[src/exec_pkg.sv]
package exec_pkg;

    localparam int XLEN       = 32;
    localparam int DIV_STEPS  = 32;  // one quotient bit per step
    localparam int MUL_STAGES = 2;

    typedef logic [XLEN-1:0] word_t;
    typedef logic [4:0]      reg_idx_t;

    typedef enum logic [4:0] {
        ADD,
        SUB,
        SLL,
        SLT,
        SLTU,
        XOR,
        SRL,
        SRA,
        OR,
        AND,
        PASS_B,  // lui
        MUL,
        MULH,
        MULHSU,
        MULHU,
        DIV,
        DIVU,
        REM,
        REMU
    } uop_e;

endpackage

[src/reg_file.sv]
module reg_file (
    input  logic               clk,
    input  logic               rst_n,
    input  exec_pkg::reg_idx_t rs1_addr,
    input  exec_pkg::reg_idx_t rs2_addr,
    output exec_pkg::word_t    rs1_data,
    output exec_pkg::word_t    rs2_data,
    input  logic               wr_en,
    input  exec_pkg::reg_idx_t wr_addr,
    input  exec_pkg::word_t    wr_data
);

    exec_pkg::word_t regs [32];

    assign rs1_data = regs[rs1_addr];
    assign rs2_data = regs[rs2_addr];

    always_ff @(posedge clk or negedge rst_n) begin
        if (!rst_n) begin
            for (int i = 0; i < 32; i++)
                regs[i] <= '0;
        end else if (wr_en && wr_addr != '0) begin  // x0 stays zero
            regs[wr_addr] <= wr_data;
        end
    end

endmodule

[config.mk]
export PLATFORM = sky130hd
export DESIGN_NAME = reg_file
export DESIGN_NICKNAME = d
export VERILOG_FILES = /design/src/exec_pkg.sv /design/src/reg_file.sv
export SDC_FILE = /design/constraint.sdc
export NUM_CORES = 2
export LEC_CHECK = 0
export BUFFER_PORTS_ARGS = -buffer_cell sky130_fd_sc_hd__buf_4
export CAP_MARGIN = 10
export CORE_UTILIZATION = 30
export DETAILED_ROUTE_END_ITERATION = 10
export RECOVER_POWER = 25
export SLEW_MARGIN = 20
export SYNTH_ARGS = -nofsm -noshare
export SYNTH_HDL_FRONTEND = slang
export SYNTH_SLANG_ARGS = --single-unit
[constraint.sdc]
create_clock -name clk -period 1.99 [get_ports clk]
set_input_delay 0.398 -clock clk [delete_from_list [all_inputs] [get_ports clk]]
set_output_delay 0.398 -clock clk [all_outputs]
set_load 0.1 [all_outputs]
# == After elaboration in Yosys (flattened, before gate mapping) ==
# Index checks and enable logic that the tools add are counted.
# word_totals
regBits,1024
input_bits,50
out_inout_bits,64
word_cells,51
# op_classes
n_lt_le_gt_ge,4
mux,9
bitwise,3
reduce_logical,3
# ops
op,count
$bwmux W1024,1
$bmux W32 S5,2
$demux W32 S5,1
$mux W32,5
$ge A6 B6 Y1 const B,3
$not A5 Y6,3
$lt A6 B1 Y1 const B,1
$reduce_bool A5 Y1,1
$logic_and A1 B1 Y1,2

# == Depth between registers and ports, before layout ==
# logic_depth
depth_word,6
ltp_mapped,8
mapped_depth_nobuf,5

# == Worst setup path before layout ==
# OpenSTA, ideal clock, no wires.
# synth_path
path_type,in2out
start,input port rs1_addr[1]
end,output port rs1_data[23]
arrival_time_ns,2.267
required_time_ns,1.592
path_slack_ns,-0.675
stages,7
n_path_buf,3
path_cell_list,buf_2 -> buf_2 -> buf_2 -> mux2i_1 -> a22oi_1 -> a31oi_1 -> nand3_1
# synth_between
elab_chain_cells,4
# synth_lines
element,line_no,source
start: declaration,reg_file.sv:4,"input exec_pkg::reg_idx_t rs1_addr,"
$not A5 Y6 (implied by the code),reg_file.sv:15,assign rs1_data = regs[rs1_addr];
$bmux W32 S5,reg_file.sv:15,
$mux W32 (implied by the code) (2 in series),reg_file.sv:15,
end: declaration,reg_file.sv:6,"output exec_pkg::word_t rs1_data,"
# Every way passes these cells. The select of a mux whose other input is x is not followed.

# == Final worst setup path ==
# layout_path
start,register regs[823] in the netlist's numbering
end,output port rs1_data[23]
# layout_between
elab_chain_cells,3
# layout_lines
element,line_no,source
start: declaration,reg_file.sv:13,exec_pkg::word_t regs [32];
start signal: indexed assignment,reg_file.sv:23,regs[wr_addr] <= wr_data;
$bmux W32 S5,reg_file.sv:15,
$mux W32 (implied by the code) (2 in series),reg_file.sv:15,
# Every way passes these cells. The select of a mux whose other input is x is not followed.

==> metrics <==
status finished, violations left; failing checks setup timing; crit share post-route 133%; total power 65.0 mW; post-route cell area 0.0695 mm²; clk_lat worst skew 700 ps; clk sinks 1024; hold violation count in the final report 0; GRT overflow 0; fmax 0.377 GHz; Initial Utilization 30.3%; Cells after Synth 4606; # DRC 0; EDFF count, synth 0; Worst setup SP type flop; core footprint 0.183 mm²; CP arrival 2260 ps; multi-input combinational cell area 0.0297 mm²; register area 0.0256 mm²; via count 39600; Syn. warnings 0; hpwl dp 122000 µm; Reg clk slew, reported paths 60 ps; largest net degree at the start of global routing 90; Crit. End Element output port; worst-path cell with the longest stage delay dfrtp_1; total negative slack -35670 ps; worst vdd ir 0.000761 V; drt first pass iters 5; depth of the CTS H-tree 3; sequential fraction of the synthesis area 46.2%; dominant cells by area after synthesis dfrtp_1 46%, mux2_2 20%, mux2i_1 18%, a22oi_1 2.6%, a22o_1 2.0%; Worst EP required 1590 ps; final core utilization 37.9%; fin cells 7386; Slew HR 36.8%; Global Route Usage Sum 19.5%; slew at the pin closest to its max-slew limit 948 ps; worst path bufs/invs 2; vias in the first global route 41200; placed cell areas 0.0644 mm²; Leak 32.1 nW; Biggest register regs; I/O Buffers 113; Synth Cell Area 0.0555 mm²; Row Count 157; Psw 19.9 mW; Chip Width 432 µm; clock tree buffer depth 3; placed cells 7171; WL per Instance 24.9 µm; Fin Hold WS 147 ps; top_reg_cell synth dfrtp_1; detailed-route wire length 184000 µm; Critical Path, Cell by Cell mux2i_1, a22o_1, nor3_2, a31oi_2, buf_4, nand3_4, buf_12; via/cell ratio 5.36; CP peak stage delay 390 ps; CTS tree done; Syn-to-layout area delta 25.3%; clock network power share 33.8%; minimum clock period 2660 ps; area leader, netlist dfrtp_1; Num CTS Buffers 112; initial antenna violation count 4; die span in y 432 µm; Avg Cell Area, Syn 12.1 µm²; antenna viol nets, final 0; most frequent cells after synthesis 1024 x dfrtp_1, 1024 x mux2i_1, 991 x mux2_2; Nets 4877; Crit Path Category reg2out; clk_skew 0 ps; share of cells above drive strength 1 40.1%; Pins Over Slew Limit 0; RSZ-0062 raised after global routing true; first-pass GRT wire length 276000 µm; Reg power frac 42.8%; PD cells 935 mW/mm²; top cell type's share of synthesized area 46.2%; count of unique library cells instantiated by Yosys 27; Logic pwr share 23.4%; post-synthesis register bit count 1024; Syn Nets 4656; Internal Power 45.2 mW; CP max FO 3; Regs by FF count regs: 1024 flops; FILL cells 17600; initial drt markers 2701; Die ar. 0.187 mm²; Setup WS pre-CTS -687 ps; Hold/Removal Path Class in2reg; Final setup viols 128; RD Place Congestion 0.834; kind of cell adding the most delay to the critical path compound AO/OA/AOI/OAI gates; IO Pins 114; fraction of registers with async set or reset after synthesis 100%; final worst slack -665 ps; max FFs per register 1024; CTS root buf clkbuf_16; Max Cap Viol 0; Sw Share 30.5%
[layout make-up]
cell class,count,area share (%)
well taps,2464,4.43
flip-flops and latches,1024,36.8
repair buffers,584,10.5
clock buffers,153,4.67
multi-input cells,3105,42.7
clock inverters,55,0.939
diodes,1,0.00360
[cells in the final DEF, fill, tap and decap left out, types with 18 or more instances in the layout]
cell,n
nand3_4,64
clkbuf_1,18
clkbuf_8,29
dfrtp_1,1024
a22oi_1,192
a31oi_2,30
nand2_1,199
a21oi_1,192
clkbuf_16,114
nor3_2,27
mux2_2,991
nand3_1,129
a31oi_4,31
nor3_1,23
mux2i_1,1022
a22o_1,128
clkinv_2,23
buf_12,221
buf_4,322
[layer usage]
metal / track usage (%) / up-vias / wire [µm] / part of all wire, %
met5: 0 / - / 0 / 0
met4: 5.59 / 0 / 4670 / 2.5
met3: 2.34 / 253 / 8150 / 4.4
met2: 32.6 / 971 / 88700 / 48
met1: 26.3 / 20900 / 82200 / 45
li1: - / 17500 / - / -
[kinds of logic (layout without fill, tap and decap cells)]
kind of cell | Yosys count | count (layout) | share of synthesized area, %
AND/OR/NAND/NOR | 513 | 513 | 4.23
multiplexers | 2016 | 2016 | 38.6
flip-flops | 1024 | 1024 | 46.2
buffers and inverters | 477 | 792 | 3.95
AO/OA/AOI/OAI | 576 | 576 | 7.07
other | 0 | 1 | 0
[repair_timing]
action	4_1_cts	5_1_grt
hold buffers	1	0
setup buffers	6	16
gates cloned	0	2
hold endpoints to repair	293	0
endpoints found under the setup margin	64	64
pin swaps	84	63
resized for setup	265	13
[path summary, 6_finish.rpt]
path	cells past startpoint	end	slack [ps]	from
setup / recovery	7	rs1_data[23]	-670	regs[823]
hold / removal	2	regs[604]	150	wr_data[28]
setup reg to reg	2	regs[972]	1070	regs[972]
hold reg to reg	0	regs[1014]	400	regs[1014]
max in group asynchronous	4	regs[833]	-50	rst_n
min in group asynchronous	2	regs[536]	330	rst_n
[power by group through the flow]
stage	clock (mW)	sequential, mW	combinational [mW]
finish	22.0	27.8	15.2
floorplan	0	27.2	10.7
CTS	22.4	27.7	15.3
global route	23.2	28.3	16.4
global placement	0	27.8	14.2
detailed placement	0	28.1	14.5
Note: power is estimated with default switching activity, not from simulation.
