File: src/exec_pkg.sv
package exec_pkg;

    localparam int XLEN       = 32;
    localparam int DIV_STEPS  = 32;  // one quotient bit per step
    localparam int MUL_STAGES = 2;

    typedef logic [XLEN-1:0] word_t;
    typedef logic [4:0]      reg_idx_t;

    typedef enum logic [4:0] {
        ADD,
        SUB,
        SLL,
        SLT,
        SLTU,
        XOR,
        SRL,
        SRA,
        OR,
        AND,
        PASS_B,  // lui
        MUL,
        MULH,
        MULHSU,
        MULHU,
        DIV,
        DIVU,
        REM,
        REMU
    } uop_e;

endpackage

File: src/writeback_unit.sv
module writeback_unit (
    input  logic               clk,
    input  logic               rst_n,
    input  exec_pkg::reg_idx_t rd,
    input  logic               illegal,
    input  logic               illegal_valid,
    input  logic               alu_done,
    input  exec_pkg::word_t    alu_result,
    input  logic               muldiv_done,
    input  exec_pkg::word_t    muldiv_result,
    output logic               wr_en,
    output exec_pkg::reg_idx_t wr_addr,
    output exec_pkg::word_t    wr_data,
    output logic               retire_valid,
    output exec_pkg::reg_idx_t retire_rd,
    output exec_pkg::word_t    retire_value,
    output logic               retire_illegal
);

    logic ill_q;  // stands in for the alu stage

    assign wr_en   = (alu_done || muldiv_done) && !illegal;
    assign wr_addr = rd;
    assign wr_data = muldiv_done ? muldiv_result : alu_result;

    always_ff @(posedge clk or negedge rst_n) begin
        if (!rst_n) begin
            ill_q        <= 1'b0;
            retire_valid <= 1'b0;
        end else begin
            ill_q        <= illegal_valid;
            retire_valid <= alu_done || muldiv_done || ill_q;
        end
    end

    always_ff @(posedge clk) begin
        retire_rd      <= rd;
        retire_value   <= ill_q ? '0 : wr_data;
        retire_illegal <= ill_q;
    end

endmodule
File: config.mk
export PLATFORM = sky130hd
export DESIGN_NAME = writeback_unit
export DESIGN_NICKNAME = d
export VERILOG_FILES = /design/src/exec_pkg.sv /design/src/writeback_unit.sv
export SDC_FILE = /design/constraint.sdc
export NUM_CORES = 1
export LEC_CHECK = 0
export ABC_AREA = 1
export ABC_CLOCK_PERIOD_IN_PS = 1000
export BUFFER_PORTS_ARGS = -buffer_cell sky130_fd_sc_hd__buf_2
export CORE_MARGIN = 2
export CORE_UTILIZATION = 37
export CTS_BUF_LIST = sky130_fd_sc_hd__clkbuf_2 sky130_fd_sc_hd__clkbuf_4 sky130_fd_sc_hd__clkbuf_8
export DETAILED_ROUTE_END_ITERATION = 12
export PLACE_DENSITY = 0.85
export SYNTH_ARGS = -nofsm -noshare
export SYNTH_HDL_FRONTEND = slang
export SYNTH_SLANG_ARGS = --single-unit
File: constraint.sdc
create_clock -name clk -period 1 [get_ports clk]
set_clock_uncertainty 0.2 [all_clocks]
set_input_delay 0.15 -clock clk [delete_from_list [all_inputs] [get_ports clk]]
set_output_delay 0.15 -clock clk [all_outputs]
set_load 0.005 [all_outputs]
* Yosys cells after proc, flatten, opt, wreduce, memory -nomap -nowiden *
Cells that the tools add are included.

storage, ports and cells
  register bits = 40
  output and inout port bits = 77
  input bits = 75
  word-level logic and storage cells = 10

cells by class
  muxes and demuxes = 1
  reduce and logical (&&, ||, !) cells = 4

operator list
  operator            number
  32-bit two-way mux  1
  1-bit logical OR    2
  1-bit logical AND   1
  1-bit logical NOT   1

* Depth between registers and ports, before layout *
  depth after elaboration = 2
  mapped depth = 6
  gate-level depth less buffers = 4

* Worst setup path after synthesis *
Ideal clock, no wire load.

  path kind = reg-to-reg
  start = register ill_q
  end = register retire_value[0]
  data required time = 677 ps
  cell stages (with the launch flop) = 4
  clock period less this slack = 1,072 ps
  arrival time = 749 ps
  setup time = 123 ps
  path buffers = 2
  setup slack = -72 ps
  cell sequence = dfrtp_1 > clkbuf_2 > buf_2 > nor2_1

RTL lines
  element                 line                  text
  start, declared         writeback_unit.sv:20  logic ill_q;
  start signal, assigned  writeback_unit.sv:31  ill_q <= illegal_valid;
  end signal, assigned    writeback_unit.sv:38  retire_value <= ill_q ? '0 : wr_data;
  end, declared           writeback_unit.sv:16  output exec_pkg::word_t retire_value,

No word-level cell between the ends.

* Final worst setup path *
  start = register ill_q
  end = register retire_value[29]

No word-level cell between the ends.

==> qor.yml <==
worstReg2RegEnd: "retire_value[29]"
tritoncts: "yes"
vias: 2485
vias_per_cell: 4.30
fin_area_um2: 4230
use_met1: 0.214
worstSetupPathType: "flip-flop to flip-flop"
grt.busiest_layer: "met2"
hold_slack_ns: -0.0240
slew_violations: 0
die_h_um: 77.9
max_freq_ghz: 0.865
vdd_drop_max_mv: 0.724
ys_types: 15
reg2reg_depth: 3
htreeDepth: 2
num_antenna_cells: 0
rsz0062_at_grt: "true"
utilization: 0.817
drv_cap: 0
violations: "negative hold slack, negative setup slack"
drtAntennaViolNets: 0
ys_ff_latch: 40
rows: 26
powerDensity_nw_per_um2: 1100
use_met2: 0.459
gp_congestion: 0.776
cp.arrival_ns: 1.18
initial_core_util: 0.390
synth_top_family_by_area: "simple AND/OR/NAND/NOR gates"
gr-usage-met3: 0.0593
seq_area_frac_synth: 0.402
critPathRequiredTime_ns: 1.02
dp_slack_ns: -0.213
hold_class: "input port to flip-flop"
min_period_ns: 1.16
yosys.area_share.xor_xnor: 0
cp-end-kind: "flip-flop"
r2r_slack_ns: -0.16
place_hpwl_mm: 4.39
syn_to_final_growth_pct: 109
crit_buf_inv: 2
min_path_cells: 5
setup_viol: 97
antenna_found_initial: 0
drive_above_1_share: 0.715
fin_setup_tns_ns: -8.80
grt_max_degree: 21
wire_per_inst_um: 14.6
coreArea_um2: 5170
die_width_um: 77.9
drt_iter0_drc: 88
synth_fa_ha_area_frac: 0
whs_endpoint: "retire_value[31]"
syn-num-nets: 359
clk_pin_slew_worst_paths_ns: 0.08
maxSlewHeadroom: 0.885
cpMaxStageDelayCell: "dfrtp_2"
grt_overflow: 0
placed_cell_area_um2: 3070
ctsHoldBuffers: 8
ctsRootBufferMaster: "clkbuf_8"
syn_area_um2: 2020
status: "finished, violations left"
fin_ws_ns: -0.156
grt_pass1_vias: 2348
cp_cell_sequence: "buf_6, clkbuf_16, nor2_1"
crit_path_max_incr_delay_ns: 0.47
cts.sinks: 40
synthMuxAreaShare: 0
avgSynthCellArea_um2: 7.11
drtPass1Iterations: 6
hold_viol: 1
nNetsFinal: 582
worst_setup_path_start_kind: "flip-flop"
io_buffers: 151
fin_crit_sh: 1.16
cp_top_family: "flip-flops"
ios: 152
yosys_warnings: 0
insertion_delay_ns: 0.29
cts_max_path_buffers: 2
synth_compound_area_frac: 0.00248
critPathMaxFanout: 6
yosys.area_share.simple: 0.346
leakage_uw: 0.00255
routed_wl_mm: 8.43
regToRegStartpoint: "ill_q"
grt_usage: 0.226
drc: 0
dieArea_um2: 6060
hp-start: "muldiv_result[31]"
synth_cells: 284
tightest_slew_ns: 0.173
grt_pass1_wl_mm: 10.6
numCtsBuffers: 5
## cell type report
type / instances / area (µm²)
Multi-Input combinational cell: 130 / 1040
Clock buffer: 5 / 68.8
Clock inverter: 3 / 42.5
Tap cell: 70 / 87.6
Fill cell: 309 / 945
Sequential cell: 40 / 825
Inverter: 98 / 394
Timing Repair Buffer: 232 / 1770
## worst min-delay path, stage by stage
cell and delay, ns:
buf_2 0.07, inv_1 0.03, nand2_1 0.06, nand2_2 0.05
nor2_1 0.07
## flip-flops by register name (all words and copies together) (netlist names)
register,flops
ill_q,1
retire_illegal,1
retire_rd,5
retire_valid,1
retire_value,32
## report_power, final
| group | internal (µW) | switching [µW] |
|---|---|---|
| Combinational | 890 | 729 |
| Sequential | 1710 | 37.9 |
| Clock | 738 | 569 |
## Yosys cell counts
cell / instances / share of area
buf_4: 8 / 0.030
clkbuf_2: 1 / 0.0025
nand2_1: 40 / 0.074
inv_6: 1 / 0.0043
nand3b_1: 1 / 0.0037
dfxtp_1: 38 / 0.38
nor2_2: 28 / 0.087
buf_2: 2 / 0.0050
nor2_1: 4 / 0.0074
a21oi_1: 1 / 0.0025
buf_6: 5 / 0.028
inv_2: 1 / 0.0019
inv_1: 96 / 0.18
dfrtp_1: 2 / 0.025
nand2_2: 56 / 0.17
## worst max path at each step
stage                start  cells past startpoint  slack, ns                to
2_1_floorplan        ill_q                      3     -0.009  retire_value[10]
3_5_place_dp   muldiv_done                      6      -0.21       wr_data[20]
4_1_cts        muldiv_done                      8      -0.18       wr_data[25]
5_1_grt              ill_q                      3      -0.18  retire_value[29]
3_3_place_gp   muldiv_done                      6      -0.20       wr_data[30]
6_report             ill_q                      3      -0.16  retire_value[29]
## routing by layer
layer	up-vias	share of wire
met2	122	0.56
met3	33	0.063
met5	-	0
met4	0	0.040
met1	1138	0.33
li1	1192	-
## layout by cell type, fill, tap and decap left out, drive strengths merged
| master | netlist | layout |
|---|---|---|
| clkinvlp | 0 | 1 |
| nand3b | 1 | 1 |
| inv | 98 | 97 |
| bufinv | 0 | 1 |
| a21oi | 1 | 1 |
| clkinv | 0 | 2 |
| clkbuf | 1 | 8 |
| dlygate4sd3 | 0 | 8 |
| bufbuf | 0 | 1 |
| dfxtp | 38 | 38 |
| dfrtp | 2 | 2 |
| nor2 | 32 | 32 |
| nand2 | 96 | 96 |
| buf | 15 | 220 |
## per-stage QoR
step	hold slack, ns	cells	total power, µW
final	-0.0240	578	4670
after floorplan	-0.346	284	2220
after global routing	-0.0128	578	4890
after global placement	-0.262	526	2730
after detailed placement	-0.262	526	2770
after CTS	-0.0197	575	4350
## kinds of logic (layout without fill, tap and decap cells)
group                  Yosys count  count (layout)
buffers and inverters          114             338
DFF                             40              40
AOI/OAI and AO/OA                1               1
and+or+nand+nor                129             129
## timing repair
item / 4_1_cts / 5_1_grt
hold endpoints to repair: 11 / 3
buffers inserted: 30 / 9
setup endpoints to repair: 75 / 106
gates resized for setup: 39 / 114
pin swaps: 17 / 17
cloned: 4 / 3
No activity file was read; power rests on OpenSTA's default activity.
