**src/exec_pkg.sv**
```systemverilog
package exec_pkg;

    localparam int XLEN       = 32;
    localparam int DIV_STEPS  = 32;  // one quotient bit per step
    localparam int MUL_STAGES = 2;

    typedef logic [XLEN-1:0] word_t;
    typedef logic [4:0]      reg_idx_t;

    typedef enum logic [4:0] {
        ADD,
        SUB,
        SLL,
        SLT,
        SLTU,
        XOR,
        SRL,
        SRA,
        OR,
        AND,
        PASS_B,  // lui
        MUL,
        MULH,
        MULHSU,
        MULHU,
        DIV,
        DIVU,
        REM,
        REMU
    } uop_e;

endpackage

```
**src/muldiv_unit.sv**
```systemverilog
module muldiv_unit (
    input  logic            clk,
    input  logic            rst_n,
    input  logic            muldiv_start,
    input  exec_pkg::uop_e  uop,
    input  exec_pkg::word_t op_a,
    input  exec_pkg::word_t op_b,
    output logic            muldiv_done,
    output exec_pkg::word_t muldiv_result
);

    localparam int XL    = exec_pkg::XLEN;
    localparam int NS    = exec_pkg::MUL_STAGES;
    localparam int CNT_W = $clog2(exec_pkg::DIV_STEPS + 1);

    typedef enum logic [1:0] {IDLE, RUN, FIX} div_state_e;

    // multiplier
    logic                 is_mul;
    logic                 a_sgn;
    logic                 b_sgn;
    logic signed [XL:0]   a_ext;
    logic signed [XL:0]   b_ext;
    logic [2*XL+1:0]      prod_q [NS];
    logic [NS-1:0]        mv_q;
    logic [NS-1:0]        mhi_q;  // take upper word

    // divider
    div_state_e           state;
    logic [CNT_W-1:0]     cnt;
    logic [XL-1:0]        quo;
    logic [XL-1:0]        rem;
    logic [XL-1:0]        dvsr;
    logic [XL:0]          diff;
    logic                 neg_q;
    logic                 neg_r;
    logic                 by_zero;
    logic                 want_rem;
    logic                 div_sgn;
    logic                 div_done_q;
    exec_pkg::word_t      div_res_q;

    assign is_mul = uop inside {exec_pkg::MUL, exec_pkg::MULH, exec_pkg::MULHSU, exec_pkg::MULHU};
    assign a_sgn  = uop == exec_pkg::MULH || uop == exec_pkg::MULHSU;
    assign b_sgn  = uop == exec_pkg::MULH;
    assign a_ext  = {a_sgn & op_a[XL-1], op_a};
    assign b_ext  = {b_sgn & op_b[XL-1], op_b};

    assign div_sgn = uop == exec_pkg::DIV || uop == exec_pkg::REM;
    assign diff    = {rem, quo[XL-1]} - {1'b0, dvsr};  // trial subtract

    always_ff @(posedge clk or negedge rst_n) begin
        if (!rst_n) begin
            mv_q       <= '0;
            state      <= IDLE;
            div_done_q <= 1'b0;
        end else begin
            mv_q       <= {mv_q[NS-2:0], muldiv_start && is_mul};
            div_done_q <= state == FIX;
            case (state)
                IDLE: if (muldiv_start && !is_mul) state <= RUN;
                RUN:  if (cnt == CNT_W'(exec_pkg::DIV_STEPS - 1)) state <= FIX;
                default: state <= IDLE;
            endcase
        end
    end

    always_ff @(posedge clk) begin
        prod_q[0] <= $signed(a_ext) * $signed(b_ext);
        mhi_q[0]  <= uop != exec_pkg::MUL;
        for (int i = 1; i < NS; i++) begin
            prod_q[i] <= prod_q[i-1];
            mhi_q[i]  <= mhi_q[i-1];
        end

        if (state == IDLE && muldiv_start && !is_mul) begin
            quo      <= (div_sgn && op_a[XL-1]) ? -op_a : op_a;  // magnitudes
            dvsr     <= (div_sgn && op_b[XL-1]) ? -op_b : op_b;
            rem      <= '0;
            cnt      <= '0;
            neg_q    <= div_sgn && (op_a[XL-1] ^ op_b[XL-1]);
            neg_r    <= div_sgn && op_a[XL-1];
            by_zero  <= op_b == '0;
            want_rem <= uop == exec_pkg::REM || uop == exec_pkg::REMU;
        end else if (state == RUN) begin
            cnt <= cnt + 1'b1;
            if (!diff[XL]) begin
                rem <= diff[XL-1:0];
                quo <= {quo[XL-2:0], 1'b1};
            end else begin
                rem <= {rem[XL-2:0], quo[XL-1]};
                quo <= {quo[XL-2:0], 1'b0};
            end
        end

        // rem by zero already equals the dividend after sign fix
        // min / -1 wraps back to the dividend on negation
        if (state == FIX) begin
            if (want_rem)
                div_res_q <= neg_r ? -rem : rem;
            else if (by_zero)
                div_res_q <= '1;
            else
                div_res_q <= neg_q ? -quo : quo;
        end
    end

    assign muldiv_done   = mv_q[NS-1] | div_done_q;
    assign muldiv_result = div_done_q   ? div_res_q :
                           mhi_q[NS-1]  ? prod_q[NS-1][2*XL-1:XL] : prod_q[NS-1][XL-1:0];

endmodule

```
**config.mk**
```make
export PLATFORM = sky130hd
export DESIGN_NAME = muldiv_unit
export DESIGN_NICKNAME = d
export VERILOG_FILES = /design/src/exec_pkg.sv /design/src/muldiv_unit.sv
export SDC_FILE = /design/constraint.sdc
export NUM_CORES = 2
export LEC_CHECK = 0
export ABC_AREA = 1
export BUFFER_PORTS_ARGS = -buffer_cell sky130_fd_sc_hd__buf_2
export CAP_MARGIN = 10
export CORE_MARGIN = 2
export CORE_UTILIZATION = 60
export CTS_CLUSTER_SIZE = 40
export DETAILED_ROUTE_END_ITERATION = 8
export PLACE_DENSITY = 0.77
export SYNTH_ARGS = -nofsm -noshare
export SYNTH_HDL_FRONTEND = slang
export SYNTH_SLANG_ARGS = --single-unit
```
**constraint.sdc**
```tcl
create_clock -name clk -period 3.1 [get_ports clk]
set_input_delay 0.31 -clock clk [delete_from_list [all_inputs] [get_ports clk]]
set_output_delay 0.31 -clock clk [all_outputs]
set_load 0.05 [all_outputs]
```
# Word-level counts from Yosys, hierarchy flattened
# Memories as Yosys holds them, arrays and structs flattened.
# Index checks and enable logic that the tools add are counted.
# classes
reduce_logical	16
n_eq_ne	13
n_mux	15
bitwise	4
n_addsub	6
multipliers	1
# ops
op	n
$mux 32	11
$neg 32->32	4
$mul 33x33->66	1
$sub 33x32->33	1
$logic_not 32->1	1
$eq 5x4->1 const B	5
$eq 5x5->1 const B	2
$logic_and 1x1->1	7
$add 6x1->6 const B	1
$eq 6x5->1 const B	1
$ne 5x4->1 const B	1
$mux 2	2
$ne 2x2->1 const B	2
$pmux 2 s2	1
$reduce_bool 4->1	1
$logic_or 1x1->1	3
$and 1x1->1	2
$eq 2x1->1 const B	1
$eq 2x2->1 const B	1
$logic_not 2->1	1
$reduce_and 2->1	1
$reduce_bool 2->1	1
$logic_not 1->1	1
$mux 1	1
other kinds (2)	2
# totals
inputBits	72
elab_cells	69
ram_bits	132
ff_bits	145
output_inout_bits	33
mem_count	1
# mem_list
memory	words	width	read_ports	rd_clocked_by_memory_dff	wr	line_no	source
prod_q	2	66	2	0	2	muldiv_unit.sv:24	logic [2*XL+1:0] prod_q [NS];

# Depth between registers and ports, before layout
# logic_depth
word_depth	6
mapped_depth	32
depth_no_buf	31

# Worst setup path after synthesis
# OpenSTA, ideal clock, no wires.
# synth_timing
kind	in2reg
startpoint	in uop[1]
endpoint	mem prod_q[0][62] (netlist bit)
path_stages	28
slack_ns	-4.516
required_ns	2.988
path_buffers	1
setup_ns	0.112
t_arrival_ns	7.503
path_cell_list	inv_1 nand4_1 clkbuf_1 nor2_1 fa_1 inv_1 fa_1 inv_1 fa_1 inv_1 fa_1 inv_1 fa_1 fa_1 inv_1 fa_1 fa_1 inv_1 ha_1 nand2_1 nor2_1 inv_1 nor2_1 inv_1 nor4_1 nand2_1 nand3_1 nand2_1
# synth_lines
item	line_no	source
from (decl)	muldiv_unit.sv:5	input exec_pkg::uop_e uop,
to (decl)	muldiv_unit.sv:24	

==> results_dict.tcl <==
set metrics [dict create \
    status "finished, violations left" \
    violations "setup timing" \
    r2r_end "quo[0]$_DFFE_PP_" \
    ys_seq_area_frac 0.117 \
    vias 50000 \
    cpMaxStageDelayCell "fa_1" \
    final_common_cell "nand2_1" \
    ioPinCount 105 \
    place_ws_ns -4.34 \
    max_freq_mhz 152 \
    syn-num-nets 8633 \
    regArea_um2 6490 \
    clock_latency_ns 0.60 \
    fp-row-count 111 \
    synthesis.area_um2 55300 \
    dieWidth_um 307 \
    endpoint_kind "flip-flop" \
    dp_hpwl_um 161000 \
    first_pass_iters 8 \
    cts_buffers 27 \
    min_path_type "in -> async" \
    fin_setup_tns_ns -170.56 \
    hold_violations 0 \
    dieArea_um2 94500 \
    grt_pass1_vias 52400 \
    antenna_found_initial 10 \
    gp_congestion 1.01 \
    multi_input_area_um2 44700 \
    syn_area_per_cell_um2 7.69 \
    htreeDepth 1 \
    post-route-drc-count 0 \
    fin_area_um2 69600 \
    worstReg2RegStart "quo[31]$_DFFE_PP_" \
    setup.worst_path.end "prod_q[0][52]$_DFF_P_" \
    grt_usage 0.421 \
    synth_cell_types 58 \
    worstSetupPathType "in -> reg" \
    skew_ns 0.0250 \
    regToRegSetupSlack_ns 0.15 \
    ys_ff_latch 273 \
    grt_max_degree 38 \
    cts_max_path_buffers 3 \
    die_y_um 307 \
    setup_viol 58 \
    tritoncts "done" \
    tightestPinTransition_ns 0.874 \
    cap_violations 0 \
    via_per_inst 5.57 \
    cts_num_sinks 273 \
    yosys_warnings 0 \
    rsz0062_at_grt "true" \
    ys_async_sr_fraction 0.0183 \
    crit_start "uop[1]" \
    ys.flop_type "dfxtp_1" \
    place_area_um2 62900 \
    fin_nets 9218 \
    max_slew_margin 0.411 \
    cpPeakStageDelay_ns 0.57 \
    synth_edf_count 100 \
    ff2ff_path_depth 15 \
    layout-drive-gt1-share 0.227 \
    grt_overflow 0 \
    wl_per_cell_um 22.3 \
    final_antenna_net_count 0 \
    most-common-layout-cells "nand2_1, inv_1, fa_1" \
    grt_pass1_wl_um 298000 \
    fin_crit_ns 6.58 \
    routed_wl_um 200000 \
    period_share 2.12 \
    portBuffers 104 \
    n_fill_cell 6392 \
    cts_root_buffer "clkbuf_16" \
    area_growth_pct 26.0 \
    slew_viol_final 0 \
    first_iter_violations 4465 \
    core_area_um2 91500 \
    startpoint_type "primary input" \
    clkTransAtPathRegs_ns 0.07 \
    worst_slack_ns -3.48 \
    synth_cells 7185 \
    post-route-util 0.761 \
    crit_fanout 6 \
    critPathRequiredTime_ns 3.58 \
    worstPathArrival_ns 7.06 \
    start_util 0.604 \
]
## flip-flops by register name, indices dropped and copies added (netlist names), 2 cells and up
name       flops
mv_q           2
dvsr          32
state          2
mhi_q          2
rem           32
div_res_q     32
cnt            6
quo           32
prod_q       128
## layout make-up
| cell class | count | share of cell area |
|---|---|---|
| well taps | 1186 | 0.0213 |
| clock inverters | 16 | 0.00221 |
| multi-input cells | 4708 | 0.642 |
| diodes | 4 | 0.000144 |
| inverters | 1889 | 0.103 |
| repair buffers | 871 | 0.127 |
| clock buffers | 34 | 0.0108 |
| flip-flops and latches | 273 | 0.0932 |
## worst min-delay path by stage
stage	from	to
6_report	rst_n	div_done_q$_DFF_PN0_
5_1_grt	rst_n	state[1]$_DFFE_PN0P_
4_1_cts	rst_n	state[1]$_DFFE_PN0P_
3_5_place_dp	rst_n	mv_q[1]$_DFF_PN0_
3_3_place_gp	rst_n	div_done_q$_DFF_PN0_
2_1_floorplan	rst_n	div_done_q$_DFF_PN0_
## cell families after synthesis
kind of cell | after synthesis | share of synthesized area
compound gates | 414 | 0.0412
xor+xnor | 119 | 0.0189
fa+ha+maj | 1376 | 0.465
buf+inv | 2204 | 0.151
flops | 273 | 0.117
simple gates | 2799 | 0.207
## routing by layer
| metal | vias up | GRT usage | wire length, um |
|---|---|---|---|
| li1 | 21900 | - | - |
| met5 | - | 0 | 69 |
| met4 | 10 | 0.269 | 17300 |
| met3 | 872 | 0.0974 | 20100 |
| met2 | 2838 | 0.693 | 93100 |
| met1 | 24400 | 0.498 | 69500 |
## critical path, delay by kind of cell
kind / cells / cell delay [ns]
AO/OA/AOI/OAI: 4 / 0.70
adder cells (fa/ha/maj): 9 / 4.42
buffers and inverters: 11 / 1.02
AND/OR/NAND/NOR: 6 / 0.62
## cells in the mapped netlist, types with 2 or more instances
cell / instances / share of area
and2_1: 8 / 0.00091
nand2_1: 1932 / 0.13
o21a_1: 11 / 0.0015
nor2_1: 436 / 0.030
nor3_1: 44 / 0.0040
xnor2_1: 33 / 0.0052
o21ai_1: 6 / 0.00054
buf_4: 4 / 0.00054
clkbuf_1: 225 / 0.015
nor2_2: 3 / 0.00034
dfrtp_1: 5 / 0.0023
a21oi_4: 2 / 0.00059
nand4_1: 47 / 0.0053
o211ai_1: 7 / 0.00095
nor4_1: 5 / 0.00057
ha_1: 250 / 0.057
o32ai_1: 2 / 0.00032
edfxtp_1: 100 / 0.054
nor2_4: 2 / 0.00041
buf_2: 17 / 0.0015
a21o_1: 8 / 0.0011
dfxtp_1: 168 / 0.061
fa_1: 1126 / 0.41
nand2_8: 2 / 0.00072
inv_2: 9 / 0.00061
a21oi_1: 201 / 0.018
a22oi_1: 2 / 0.00027
nand3b_1: 17 / 0.0023
buf_12: 2 / 0.00072
nand2_2: 16 / 0.0018
a32oi_1: 2 / 0.00032
nand3_1: 248 / 0.022
o22ai_1: 4 / 0.00045
buf_1: 66 / 0.0045
inv_1: 1877 / 0.13
nand2_4: 18 / 0.0037
o31ai_1: 7 / 0.00095
o21ai_0: 136 / 0.012
clkinv_1: 3 / 0.00020
o21ai_2: 2 / 0.00032
or2_2: 5 / 0.00057
o21bai_1: 13 / 0.0018
nand3_2: 11 / 0.0020
xor2_1: 86 / 0.014
a21boi_0: 4 / 0.00054
## timing repair
item                       in CTS  in global routing
buffers inserted               72                 92
hold endpoints to repair        6                  0
pin swaps                     255                362
gates resized for setup       639                511
hold buffers                    2                  0
gates cloned                    8                  2
setup endpoints to repair      59                 61
## stage by stage
| step | cells | hold slack [ns] |
|---|---|---|
| global route | 8979 | 0.0737 |
| floorplan | 7185 | 0.0144 |
| finish | 8981 | 0.0594 |
| global placement | 8779 | 0.128 |
| CTS | 8902 | 0.0598 |
| detailed placement | 8779 | 0.127 |
Power is not shown: default switching activity piles up to over one toggle a cycle in this logic, so the estimate is an artifact.
