==> config.mk <==
export PLATFORM = sky130hd
export DESIGN_NAME = decode_unit
export DESIGN_NICKNAME = d
export VERILOG_FILES = /design/src/exec_pkg.sv /design/src/rv_isa_pkg.sv /design/src/decode_unit.sv
export SDC_FILE = /design/constraint.sdc
export NUM_CORES = 1
export LEC_CHECK = 0
export BUFFER_PORTS_ARGS = -buffer_cell sky130_fd_sc_hd__buf_2
export CAP_MARGIN = 40
export CORE_MARGIN = 3
export CORE_UTILIZATION = 45
export CTS_BUF_LIST = sky130_fd_sc_hd__clkbuf_8
export DETAILED_ROUTE_END_ITERATION = 7
export HOLD_SLACK_MARGIN = 0.12
export PLACE_DENSITY = 0.79
export REMOVE_ABC_BUFFERS = 1
export SLEW_MARGIN = 20
export SYNTH_ARGS = -nofsm -noshare
export SYNTH_HDL_FRONTEND = slang
export SYNTH_SLANG_ARGS = --single-unit
==> constraint.sdc <==
create_clock -name clk -period 2.69 [get_ports clk]
set_clock_uncertainty 0.1 [all_clocks]
set_input_delay 0.269 -clock clk [delete_from_list [all_inputs] [get_ports clk]]
set_output_delay 0.269 -clock clk [all_outputs]
set_load 0.05 [all_outputs]
==> src/exec_pkg.sv <==
package exec_pkg;

    localparam int XLEN       = 32;
    localparam int DIV_STEPS  = 32;  // one quotient bit per step
    localparam int MUL_STAGES = 2;

    typedef logic [XLEN-1:0] word_t;
    typedef logic [4:0]      reg_idx_t;

    typedef enum logic [4:0] {
        ADD,
        SUB,
        SLL,
        SLT,
        SLTU,
        XOR,
        SRL,
        SRA,
        OR,
        AND,
        PASS_B,  // lui
        MUL,
        MULH,
        MULHSU,
        MULHU,
        DIV,
        DIVU,
        REM,
        REMU
    } uop_e;

endpackage

==> src/rv_isa_pkg.sv <==
package rv_isa_pkg;

    // major opcodes kept by the core
    typedef enum logic [6:0] {
        OP     = 7'b0110011,
        OP_IMM = 7'b0010011,
        LUI    = 7'b0110111
    } opcode_e;

    // base integer funct3
    localparam logic [2:0] F3_ADD_SUB = 3'b000;
    localparam logic [2:0] F3_SLL     = 3'b001;
    localparam logic [2:0] F3_SLT     = 3'b010;
    localparam logic [2:0] F3_SLTU    = 3'b011;
    localparam logic [2:0] F3_XOR     = 3'b100;
    localparam logic [2:0] F3_SRL_SRA = 3'b101;
    localparam logic [2:0] F3_OR      = 3'b110;
    localparam logic [2:0] F3_AND     = 3'b111;

    // M extension funct3
    localparam logic [2:0] F3_MUL    = 3'b000;
    localparam logic [2:0] F3_MULH   = 3'b001;
    localparam logic [2:0] F3_MULHSU = 3'b010;
    localparam logic [2:0] F3_MULHU  = 3'b011;
    localparam logic [2:0] F3_DIV    = 3'b100;
    localparam logic [2:0] F3_DIVU   = 3'b101;
    localparam logic [2:0] F3_REM    = 3'b110;
    localparam logic [2:0] F3_REMU   = 3'b111;

    localparam logic [6:0] F7_BASE   = 7'b0000000;
    localparam logic [6:0] F7_ALT    = 7'b0100000; // sub, sra
    localparam logic [6:0] F7_MULDIV = 7'b0000001;

    // field positions (lsb)
    localparam int RD_LSB  = 7;
    localparam int F3_LSB  = 12;
    localparam int RS1_LSB = 15;
    localparam int RS2_LSB = 20;
    localparam int F7_LSB  = 25;

endpackage

==> src/decode_unit.sv <==
module decode_unit (
    input  logic               clk,
    input  logic               rst_n,
    input  logic               instr_valid,
    input  exec_pkg::word_t    instr,
    input  logic               retire_valid,
    output logic               instr_ready,
    output exec_pkg::reg_idx_t rs1_addr,
    output exec_pkg::reg_idx_t rs2_addr,
    input  exec_pkg::word_t    rs1_data,
    input  exec_pkg::word_t    rs2_data,
    output logic               alu_start,
    output logic               muldiv_start,
    output exec_pkg::uop_e     uop,
    output exec_pkg::word_t    op_a,
    output exec_pkg::word_t    op_b,
    output exec_pkg::reg_idx_t rd,
    output logic               illegal,
    output logic               illegal_valid
);

    exec_pkg::word_t     instr_q;
    logic                busy;
    logic                pend;   // accepted, not yet issued
    rv_isa_pkg::opcode_e opc;
    logic [2:0]          f3;
    logic [6:0]          f7;
    exec_pkg::uop_e      uop_d;
    exec_pkg::word_t     op_b_d;
    logic                legal;
    logic                is_md;

    function automatic exec_pkg::uop_e base_uop(input logic [2:0] fn3, input logic alt);
        exec_pkg::uop_e u;
        u = exec_pkg::ADD;
        case (fn3)
            rv_isa_pkg::F3_ADD_SUB: u = alt ? exec_pkg::SUB : exec_pkg::ADD;
            rv_isa_pkg::F3_SLL:     u = exec_pkg::SLL;
            rv_isa_pkg::F3_SLT:     u = exec_pkg::SLT;
            rv_isa_pkg::F3_SLTU:    u = exec_pkg::SLTU;
            rv_isa_pkg::F3_XOR:     u = exec_pkg::XOR;
            rv_isa_pkg::F3_SRL_SRA: u = alt ? exec_pkg::SRA : exec_pkg::SRL;
            rv_isa_pkg::F3_OR:      u = exec_pkg::OR;
            rv_isa_pkg::F3_AND:     u = exec_pkg::AND;
        endcase
        return u;
    endfunction

    assign instr_ready = ~busy;
    assign opc      = rv_isa_pkg::opcode_e'(instr_q[6:0]);
    assign f3       = instr_q[rv_isa_pkg::F3_LSB +: 3];
    assign f7       = instr_q[rv_isa_pkg::F7_LSB +: 7];
    assign rs1_addr = instr_q[rv_isa_pkg::RS1_LSB +: 5];
    assign rs2_addr = instr_q[rv_isa_pkg::RS2_LSB +: 5];

    always_comb begin
        uop_d  = exec_pkg::ADD;
        op_b_d = rs2_data;
        legal  = 1'b1;
        is_md  = 1'b0;
        case (opc)
            rv_isa_pkg::OP: begin
                if (f7 == rv_isa_pkg::F7_MULDIV) begin
                    is_md = 1'b1;
                    case (f3)
                        rv_isa_pkg::F3_MUL:    uop_d = exec_pkg::MUL;
                        rv_isa_pkg::F3_MULH:   uop_d = exec_pkg::MULH;
                        rv_isa_pkg::F3_MULHSU: uop_d = exec_pkg::MULHSU;
                        rv_isa_pkg::F3_MULHU:  uop_d = exec_pkg::MULHU;
                        rv_isa_pkg::F3_DIV:    uop_d = exec_pkg::DIV;
                        rv_isa_pkg::F3_DIVU:   uop_d = exec_pkg::DIVU;
                        rv_isa_pkg::F3_REM:    uop_d = exec_pkg::REM;
                        rv_isa_pkg::F3_REMU:   uop_d = exec_pkg::REMU;
                    endcase
                end else if (f7 == rv_isa_pkg::F7_BASE) begin
                    uop_d = base_uop(f3, 1'b0);
                end else if (f7 == rv_isa_pkg::F7_ALT &&
                             (f3 == rv_isa_pkg::F3_ADD_SUB || f3 == rv_isa_pkg::F3_SRL_SRA)) begin
                    uop_d = base_uop(f3, 1'b1);
                end else begin
                    legal = 1'b0;
                end
            end
            rv_isa_pkg::OP_IMM: begin
                op_b_d = {{(exec_pkg::XLEN-12){instr_q[31]}}, instr_q[31:20]};
                uop_d  = base_uop(f3, f3 == rv_isa_pkg::F3_SRL_SRA && f7 == rv_isa_pkg::F7_ALT);
                // shift immediates only allow the two funct7 forms
                if (f3 == rv_isa_pkg::F3_SLL && f7 != rv_isa_pkg::F7_BASE)
                    legal = 1'b0;
                if (f3 == rv_isa_pkg::F3_SRL_SRA && f7 != rv_isa_pkg::F7_BASE &&
                    f7 != rv_isa_pkg::F7_ALT)
                    legal = 1'b0;
            end
            rv_isa_pkg::LUI: begin
                uop_d  = exec_pkg::PASS_B;
                op_b_d = {instr_q[31:12], 12'b0};
            end
            default: legal = 1'b0;
        endcase
    end

    always_ff @(posedge clk or negedge rst_n) begin
        if (!rst_n) begin
            busy          <= 1'b0;
            pend          <= 1'b0;
            alu_start     <= 1'b0;
            muldiv_start  <= 1'b0;
            illegal_valid <= 1'b0;
        end else begin
            if (instr_valid && instr_ready)
                busy <= 1'b1;
            else if (retire_valid)
                busy <= 1'b0;
            pend          <= instr_valid && instr_ready;
            alu_start     <= pend && legal && !is_md;
            muldiv_start  <= pend && legal && is_md;
            illegal_valid <= pend && !legal;
        end
    end

    always_ff @(posedge clk) begin
        if (instr_valid && instr_ready)
            instr_q <= instr;
        if (pend) begin
            uop     <= uop_d;
            op_a    <= rs1_data;
            op_b    <= op_b_d;
            rd      <= instr_q[rv_isa_pkg::RD_LSB +: 5];
            illegal <= !legal;
        end
    end

endmodule

Word level (Yosys, flattened, before mapping)
Memories as Yosys holds them, arrays and structs flattened. A register that Yosys moved wholly into a read port is not among the register bits.
Cells that the tools add are included.
Word-level totals
  input port bits: 100
  memory bits (read-only): 104
  memories: 3
  logic and storage cells: 66
  output and inout port bits: 89
  register bits: 112
Memories
  (name not given): depth 8, width 5, rd ports 1, clocked after Yosys merged registers in 1, wr ports 0, RTL line decode_unit.sv:65  | case (f3)
  (name not given): depth 8, width 4, rd ports 1, clocked after Yosys merged registers in 1, wr ports 0, RTL line decode_unit.sv:36  | case (fn3)
  (name not given): depth 8, width 4, rd ports 1, clocked after Yosys merged registers in 1, wr ports 0, RTL line decode_unit.sv:36
Cells by class
  reductions and logical operators: 17
  bitwise operators: 1
  equal/unequal tests: 13
  multiplexer cells: 21
Operators with widths (count)
  case mux 32 bit (2 select lines): 1
  case mux 5 bit (8 select lines): 1
  equality test 7 x 6 -> 1 bit (second input constant): 3
  two-way mux 5 bit: 3
  case mux 5 bit (3 select lines): 1
  equality test 3 bit (second input constant): 4
  two-way mux 1 bit: 11
  logical AND 1 bit: 10
  two-way mux 3 bit: 3
  equality test 7 x 1 -> 1 bit (second input constant): 1
  equality test 7 x 5 -> 1 bit (second input constant): 1
  zero test 7 bit: 1
  inequality test 7 x 6 -> 1 bit (second input constant): 1
  nonzero test 7 bit: 1
  equality test 3 x 2 -> 1 bit (second input constant): 2
  equality test 3 x 1 -> 1 bit (second input constant): 1
  zero test 3 bit: 1
  case mux 1 bit (3 select lines): 1
  zero test 1 bit: 2
  nonzero test 2 bit: 1
  logical OR 1 bit: 1
  inverter 1 bit: 1

Depth between registers and ports, before layout
Gate-level depths: netlist of run 1.
  depth after elaboration: 9
  gate-level depth with buffers: 8
  mapped depth without buffers: 7

Least setup slack after synthesis of run 1
OpenSTA, ideal clock, no wires.
  path kind: register to register
  start: reg busy
  end: reg with a tool-made name
  required time: 2.475 ns
  library setup time: 0.115 ns
  setup slack: -0.013 ns
  buffers on the path: 1
  cell stages (with the launch flop): 9
  data arrival time: 2.488 ns
  period minus slack after synthesis: 2.703 ns
  cells stage by stage: dfrtp_1 -> nor2b_1 -> clkbuf_1 -> nor2_1 -> a21oi_1 -> inv_1 -> ha_1 -> nand2_1 -> nand2_1
RTL lines
  start, declared: RTL line decode_unit.sv:23  | logic busy;
  start signal, assigned: RTL line decode_unit.sv:104  | busy <= 1'b0;
  start signal, assigned: RTL line decode_unit.sv:111  | busy <= 1'b1;
  start signal, assigned: RTL line decode_unit.sv:113  | busy <= 1'b0;

Final worst setup path of run 1
  start: reg instr_q[2]
  end: reg op_b[18], data pin
On the way
  cells in the longest elaborated chain, start to end: 2
  elaborated cells between the ends (all ways): 3
RTL lines
  start, declared: RTL line decode_unit.sv:22  | exec_pkg::word_t instr_q;
  start signal, assigned: RTL line decode_unit.sv:123  | instr_q <= instr;
  equality test 7 x 6 -> 1 bit or equality test 7 x 5 -> 1 bit (tied branches): RTL line decode_unit.sv:61  | case (opc)
  case mux 32 bit (2 select lines) *: RTL line decode_unit.sv:61
  net op_b_d[18]: RTL line decode_unit.sv:29  | exec_pkg::word_t op_b_d;
  end signal, assigned: RTL line decode_unit.sv:127  | op_b <= op_b_d;
  end, declared: RTL line decode_unit.sv:16  | output exec_pkg::word_t op_b,
Mark *: on every way through the listed nets, which the timed path passes. The rest lies on a longest branch.
A chain may end at the register's enable or synchronous reset.

==> flow_summary.ini, run 1 <==
[worst_setup_path]
r2r_start = instr_q[2]
required_ns = 2.86
crit_start = instr_q[2]
cp_max_fo = 15
rr_worst_depth = 6
cp-end-kind = flip-flop
r2r_slack_ns = 0.43
critPathKind = reg -> reg
crit_arrival_ns = 2.42
critPathLaunchType = flip-flop
r2r-end = op_b[18]

[finish]
register_area_sq_um = 3542
diodes = 0
syn_to_final_growth_pct = 53.59
fill_cells = 557
multi_input_area_sq_um = 842.1
final_util_pct = 71.29
nets = 654
drive_gt1_share_pct = 40.79

[power_and_ir_drop]
fin_total_pwr_mw = 4.783
powerDensity_nw_per_um2 = 686.4
switchingPower_mw = 1.291
switching_share_pct = 27.00
p_comb_share_pct = 16.8
clock_power_share_pct = 34.6
power_leakage_nw = 2.946
p_int_mw = 3.491
p_seq_share_pct = 48.6
ir_drop_mv = 0.3456

[global_routing]
antenna_found_initial = 0
overflow = 0
grt_pass1_wl_um = 20560
grt_max_degree = 54
grt_usage_pct = 24.28
grt_pass1_vias = 3706

[job]
max-cap-violations = 0

[outcome]
status = finished clean

[floorplan]
placementRows = 36
start_util_pct = 46.42
core-area_sq_um = 9774
fp.dieW_um = 106.4
die_h_um = 106.4
die_area_sq_um = 11320
io-pin-count = 189

[sta]
rsz0062_at_grt = no
min_period_ns = 2.255
drv_slew = 0
worst_slew_margin_rel_pct = 49.44
tightest_slew_ns = 0.7567
final-setup-viol-count = 0
max_freq_mhz = 443.4
hold_viol = 0
fin_crit_sh_pct = 83.84

[synth]
yosysUniqueCellTypes = 39
synth_area_sq_um = 4537
synth_top_area_share_pct = 70.82
synth_edf_count = 107
synthArstFlopShare_pct = 4.098
ys_seq_area_share_pct = 77.99
postSynthAreaPerCell_sq_um = 17.58
synth_seq_cells = 122
yosys_warnings = 0
yosys.area.top_type = edfxtp_1
syn_inst = 258
synth_flop_cell = edfxtp_1
yosys-top-cells-area = edfxtp_1, a221o_1, dfxtp_1

[clock_tree]
numCtsBuffers = 17
cts-resized-gates = 0
cts_buffer_depth = 2
clk_latency_ns = 0.42
cts_sinks = 122
tritoncts = yes
clockRootBuffer = clkbuf_8
h-tree-depth = 4
cts_setup_buffers = 0
path_clk_slew_ns = 0.07

[detailed_routing]
drt_wl_total_um = 13590
postRouteAntennaNets = 0
initialDrtViolationCount = 321
via_per_inst = 5.142
vias = 3558
routedWlPerCell_um = 19.64
dr.pass1.iters = 4
drc = 0

[placed_design]
gp_congestion = 0.8445
numPortBuffers = 188
place_hpwl_um = 7746

[min_path]
hold_start = instr_valid
min_path_type = in -> reg
hold_path_depth = 2
hold_end = instr_q[14]
power by group through the flow:
stage | clock network, mW | logic, mW | registers [mW]
floorplan | 0 | 0.117 | 2.69
global placement | 0 | 0.622 | 2.38
detailed placement | 0 | 0.670 | 2.36
CTS | 1.64 | 0.788 | 2.32
global route | 1.77 | 0.841 | 2.34
finish | 1.65 | 0.805 | 2.32
Yosys cell counts, drive strengths merged, types with 3 or more instances:
library cell  count
edfxtp          107
a221o            21
buf              16
a22o             11
nor2             11
dfxtp            10
nand2             9
o21ai             8
a21oi             7
inv               7
clkbuf            6
ha                6
dfrtp             5
and2              3
and3              3
nand3             3
nor2b             3
worst max-delay path: stages, from the launching register on:
cell and delay (ns):
edfxtp_1 0.44, nor2_1 0.18, nor4b_4 0.29, buf_4 0.29, and2_1 0.36, buf_4 0.27
a221o_1 0.17
final cells by class:
type | instances | share of cell area [%]
flip-flops and latches | 122 | 50.84
well taps | 133 | 2.388
multi-input cells | 107 | 12.08
clock buffers | 17 | 3.358
clock inverters | 13 | 2.298
inverters | 7 | 0.3771
repair buffers | 293 | 28.66
state kept, by name, indices dropped and copies added, names as in the netlist, named ones only:
signal	flops
illegal	1
muldiv_start	1
op_a	32
rd	5
pend	1
alu_start	1
illegal_valid	1
instr_q	32
op_b	32
uop	5
busy	1
per-layer routing:
layer / track usage (%) / share of wire [%] / vias up
met2: 43.12 / 53 / 226
met5: 0 / 0 / -
met1: 26.94 / 35 / 1714
met4: 10.59 / 3.1 / 0
li1: - / - / 1581
met3: 7.286 / 9.0 / 37
placed cells by master, fill, tap and decap left out, drive strengths merged, types with 8 or more instances in the layout:
cell and count:
buf 194, edfxtp 107, dlygate4sd3 99, a221o 21
clkbuf 17, a22o 11, nor2 11, dfxtp 10
nand2 9, inv 8, o21ai 8
worst max path at each step:
stage | end | slack (ns)
detailed placement | op_b[18] | 0.48
global placement | op_b[31] | 0.23
CTS | op_b[18] | 0.45
finish | op_b[18] | 0.43
floorplan | flip-flop | -0.65
global route | op_b[18] | 0.29
cells by family after synthesis:
kind of cell	Yosys count	synth area share, %
adders and majority gates	6	1.655
buffers and inverters	29	3.778
AOI/OAI and AO/OA	55	10.26
and+or+nand+nor	42	5.433
DFF	122	77.99
muxes	3	0.6895
xor gates and xnor gates	1	0.1931
what timing repair did:
| action | CTS | global route |
|---|---|---|
| setup endpoints to repair | 0 | 0 |
| endpoints found under the hold margin | 106 | 0 |
| hold buffers | 99 | 0 |
per-stage QoR:
step	hold slack (ns)	instance area, sq um	TNS, ns	std cells	worst slack [ns]
after CTS	0.2112	6968	0	692	0.4544
final	0.2247	6968	0	692	0.4348
after global routing	0.2061	6968	0	692	0.2905
after global placement	-0.01621	5550	0	562	0.2328
after floorplan	-0.1266	4392	-8.316	236	-0.6477
after detailed placement	-0.008535	5583	0	563	0.4832
Power figures use the tool's default switching activity.
==> run 2: changes to the inputs <==
- clock period: 2.69 -> 1.89 ns (I/O delays scaled with it)
==> run 2 against run 1 <==
  * Via count is 9.8% higher
  * Combinational power is 52% higher
  * Core utilization is 3.7 points higher
  * Largest cell class unchanged
  * Clock power is 69% higher
  * Critical path depth is 1 lower
  * Largest power group unchanged
  * Non-clock buffer count is 26 higher
  * Routed wire length is 18% higher
  * Count of clock-buffer cells in the layout stayed put
  * Power is 53% higher
  * Global-route usage is 2.1 points higher
  * Critical endpoint is now uop[0]
  * Die area stayed put
  * Final cell count is 4.6% higher
  * The run now ends with negative setup slack left
==> flow_summary.ini, run 2 (same netlist as run 1, synthesis figures left out) <==
[finish]
syn_to_final_growth_pct = 61.50
mostFrequentLayoutCells = buf_2, edfxtp_1, dlygate4sd3_1
largestRegisters = instr_q (32), op_a (32), op_b (32)
fin_cells = 724
drive_gt1_share_pct = 45.42
layout_commonest_cell = buf_2
nets = 683

[detailed_routing]
postRouteAntennaNets = 0
routedWlPerCell_um = 22.17
drc = 0
initialDrtViolationCount = 495
drt_wl_total_um = 16050
dr.pass1.iters = 5
via_per_inst = 5.395
vias = 3906

[clock_tree]
cts_buffer_depth = 2
clk_latency_ns = 0.44
cts_sinks = 122
tritoncts = yes
h-tree-depth = 4
path_clk_slew_ns = 0.07
numCtsBuffers = 17
clockRootBuffer = clkbuf_8

[sta]
min_period_ns = 2.126
hold_viol = 0
tightest_slew_ns = 0.4239
final-setup-viol-count = 9
worst_slew_margin_rel_pct = 71.74
drv_slew = 0
layout_setup_ws_ns = -0.2361
rsz0062_at_grt = yes
fin_crit_sh_pct = 112.5
max_freq_mhz = 470.3
final.setup.tns_ns = -0.8832

[outcome]
violations = negative setup slack
status = finished with violations

[placed_design]
place_inst = 582
pre_cts_ws_ns = -0.1015
place_hpwl_um = 7985
gp_congestion = 0.8467
numPortBuffers = 188

[power_and_ir_drop]
power_leakage_nw = 3.122
powerDensity_nw_per_um2 = 1000
ir_drop_mv = 0.5044
fin_total_pwr_mw = 7.329

[worst_setup_path]
critPathKind = reg -> reg
crit_path_top_delay_cell = or4_1
cp-end-kind = flip-flop
cp_max_fo = 9
critPathLaunchType = flip-flop
crit_arrival_ns = 2.26
slowest_delay_ns = 0.57
crit_chain = or4_1 -> nor3_2 -> and3_4 -> nor2_1 -> o22ai_1
r2r_slack_ns = -0.24
required_ns = 2.03

[floorplan]
die_h_um = 106.4
io-pin-count = 189
start_util_pct = 46.42
die_area_sq_um = 11320
fp.dieW_um = 106.4
core-area_sq_um = 9774
placementRows = 36

[global_routing]
grt_pass1_vias = 3873
overflow = 0
grt_pass1_wl_um = 21850
antenna_found_initial = 0
grt_usage_pct = 26.35
grt_max_degree = 32

[min_path]
min_path_type = in -> reg

[job]
max-cap-violations = 0
-- run 2: layout make-up --
class | instances | area (sq um)
Tap cell | 133 | 166.4
Sequential cell | 122 | 3542
Multi-Input combinational cell | 110 | 914.6
Clock buffer | 17 | 234.0
Fill cell | 500 | 2447
Clock inverter | 15 | 229.0
Antenna cell | 1 | 2.502
Timing Repair Buffer | 319 | 2212
Inverter | 7 | 26.28
-- run 2: layer usage --
layer  vias to the layer above  track usage, %  routed length, um
li1                       1652               -                  -
met1                      1864           28.65               5464
met2                       326           46.38               8280
met3                        64           8.379               1635
met4                         0           12.88                670
met5                         -               0                  0
-- run 2: what timing repair did --
action / CTS / global route
hold buffers: 99 / 0
gates resized for setup: 7 / 10
pin swaps: 2 / 8
hold endpoints to repair: 109 / 0
endpoints found under the setup margin: 28 / 39
buffers inserted: 1 / 6
gates cloned: 1 / 2
-- run 2: stage by stage --
stage / area [sq um] / utilization, % / hold WS [ns]
final: 7327 / 74.96 / 0.2241
after global routing: 7325 / 74.94 / 0.2087
after CTS: 7227 / 73.94 / 0.1994
after detailed placement: 5731 / 58.63 / -0.09126
after global placement: 5725 / 58.58 / -0.09656
after floorplan: 4392 / - / -0.2066
-- run 2: critical path: cells and delay by family, from the launching register on --
kind / cells / cell delay, ns
AO/OA/AOI/OAI: 1 / 0.21
flip-flops: 1 / 0.52
AND/OR/NAND/NOR: 4 / 1.10
-- run 2: power by group --
group | internal (mW) | total [mW] | switching (mW)
logic | 0.424 | 1.22 | 0.794
registers | 3.19 | 3.32 | 0.131
clock network | 1.68 | 2.79 | 1.10
-- run 2: worst paths after layout --
check                                end         from  cells past startpoint
min in group asynchronous  illegal_valid        rst_n                      3
hold reg to reg                    rd[1]   instr_q[8]                      0
hold / removal                      pend  instr_valid                      3
max in group asynchronous           pend        rst_n                      3
setup reg to reg                  uop[0]  instr_q[26]                      5
setup / recovery                  uop[0]  instr_q[26]                      5
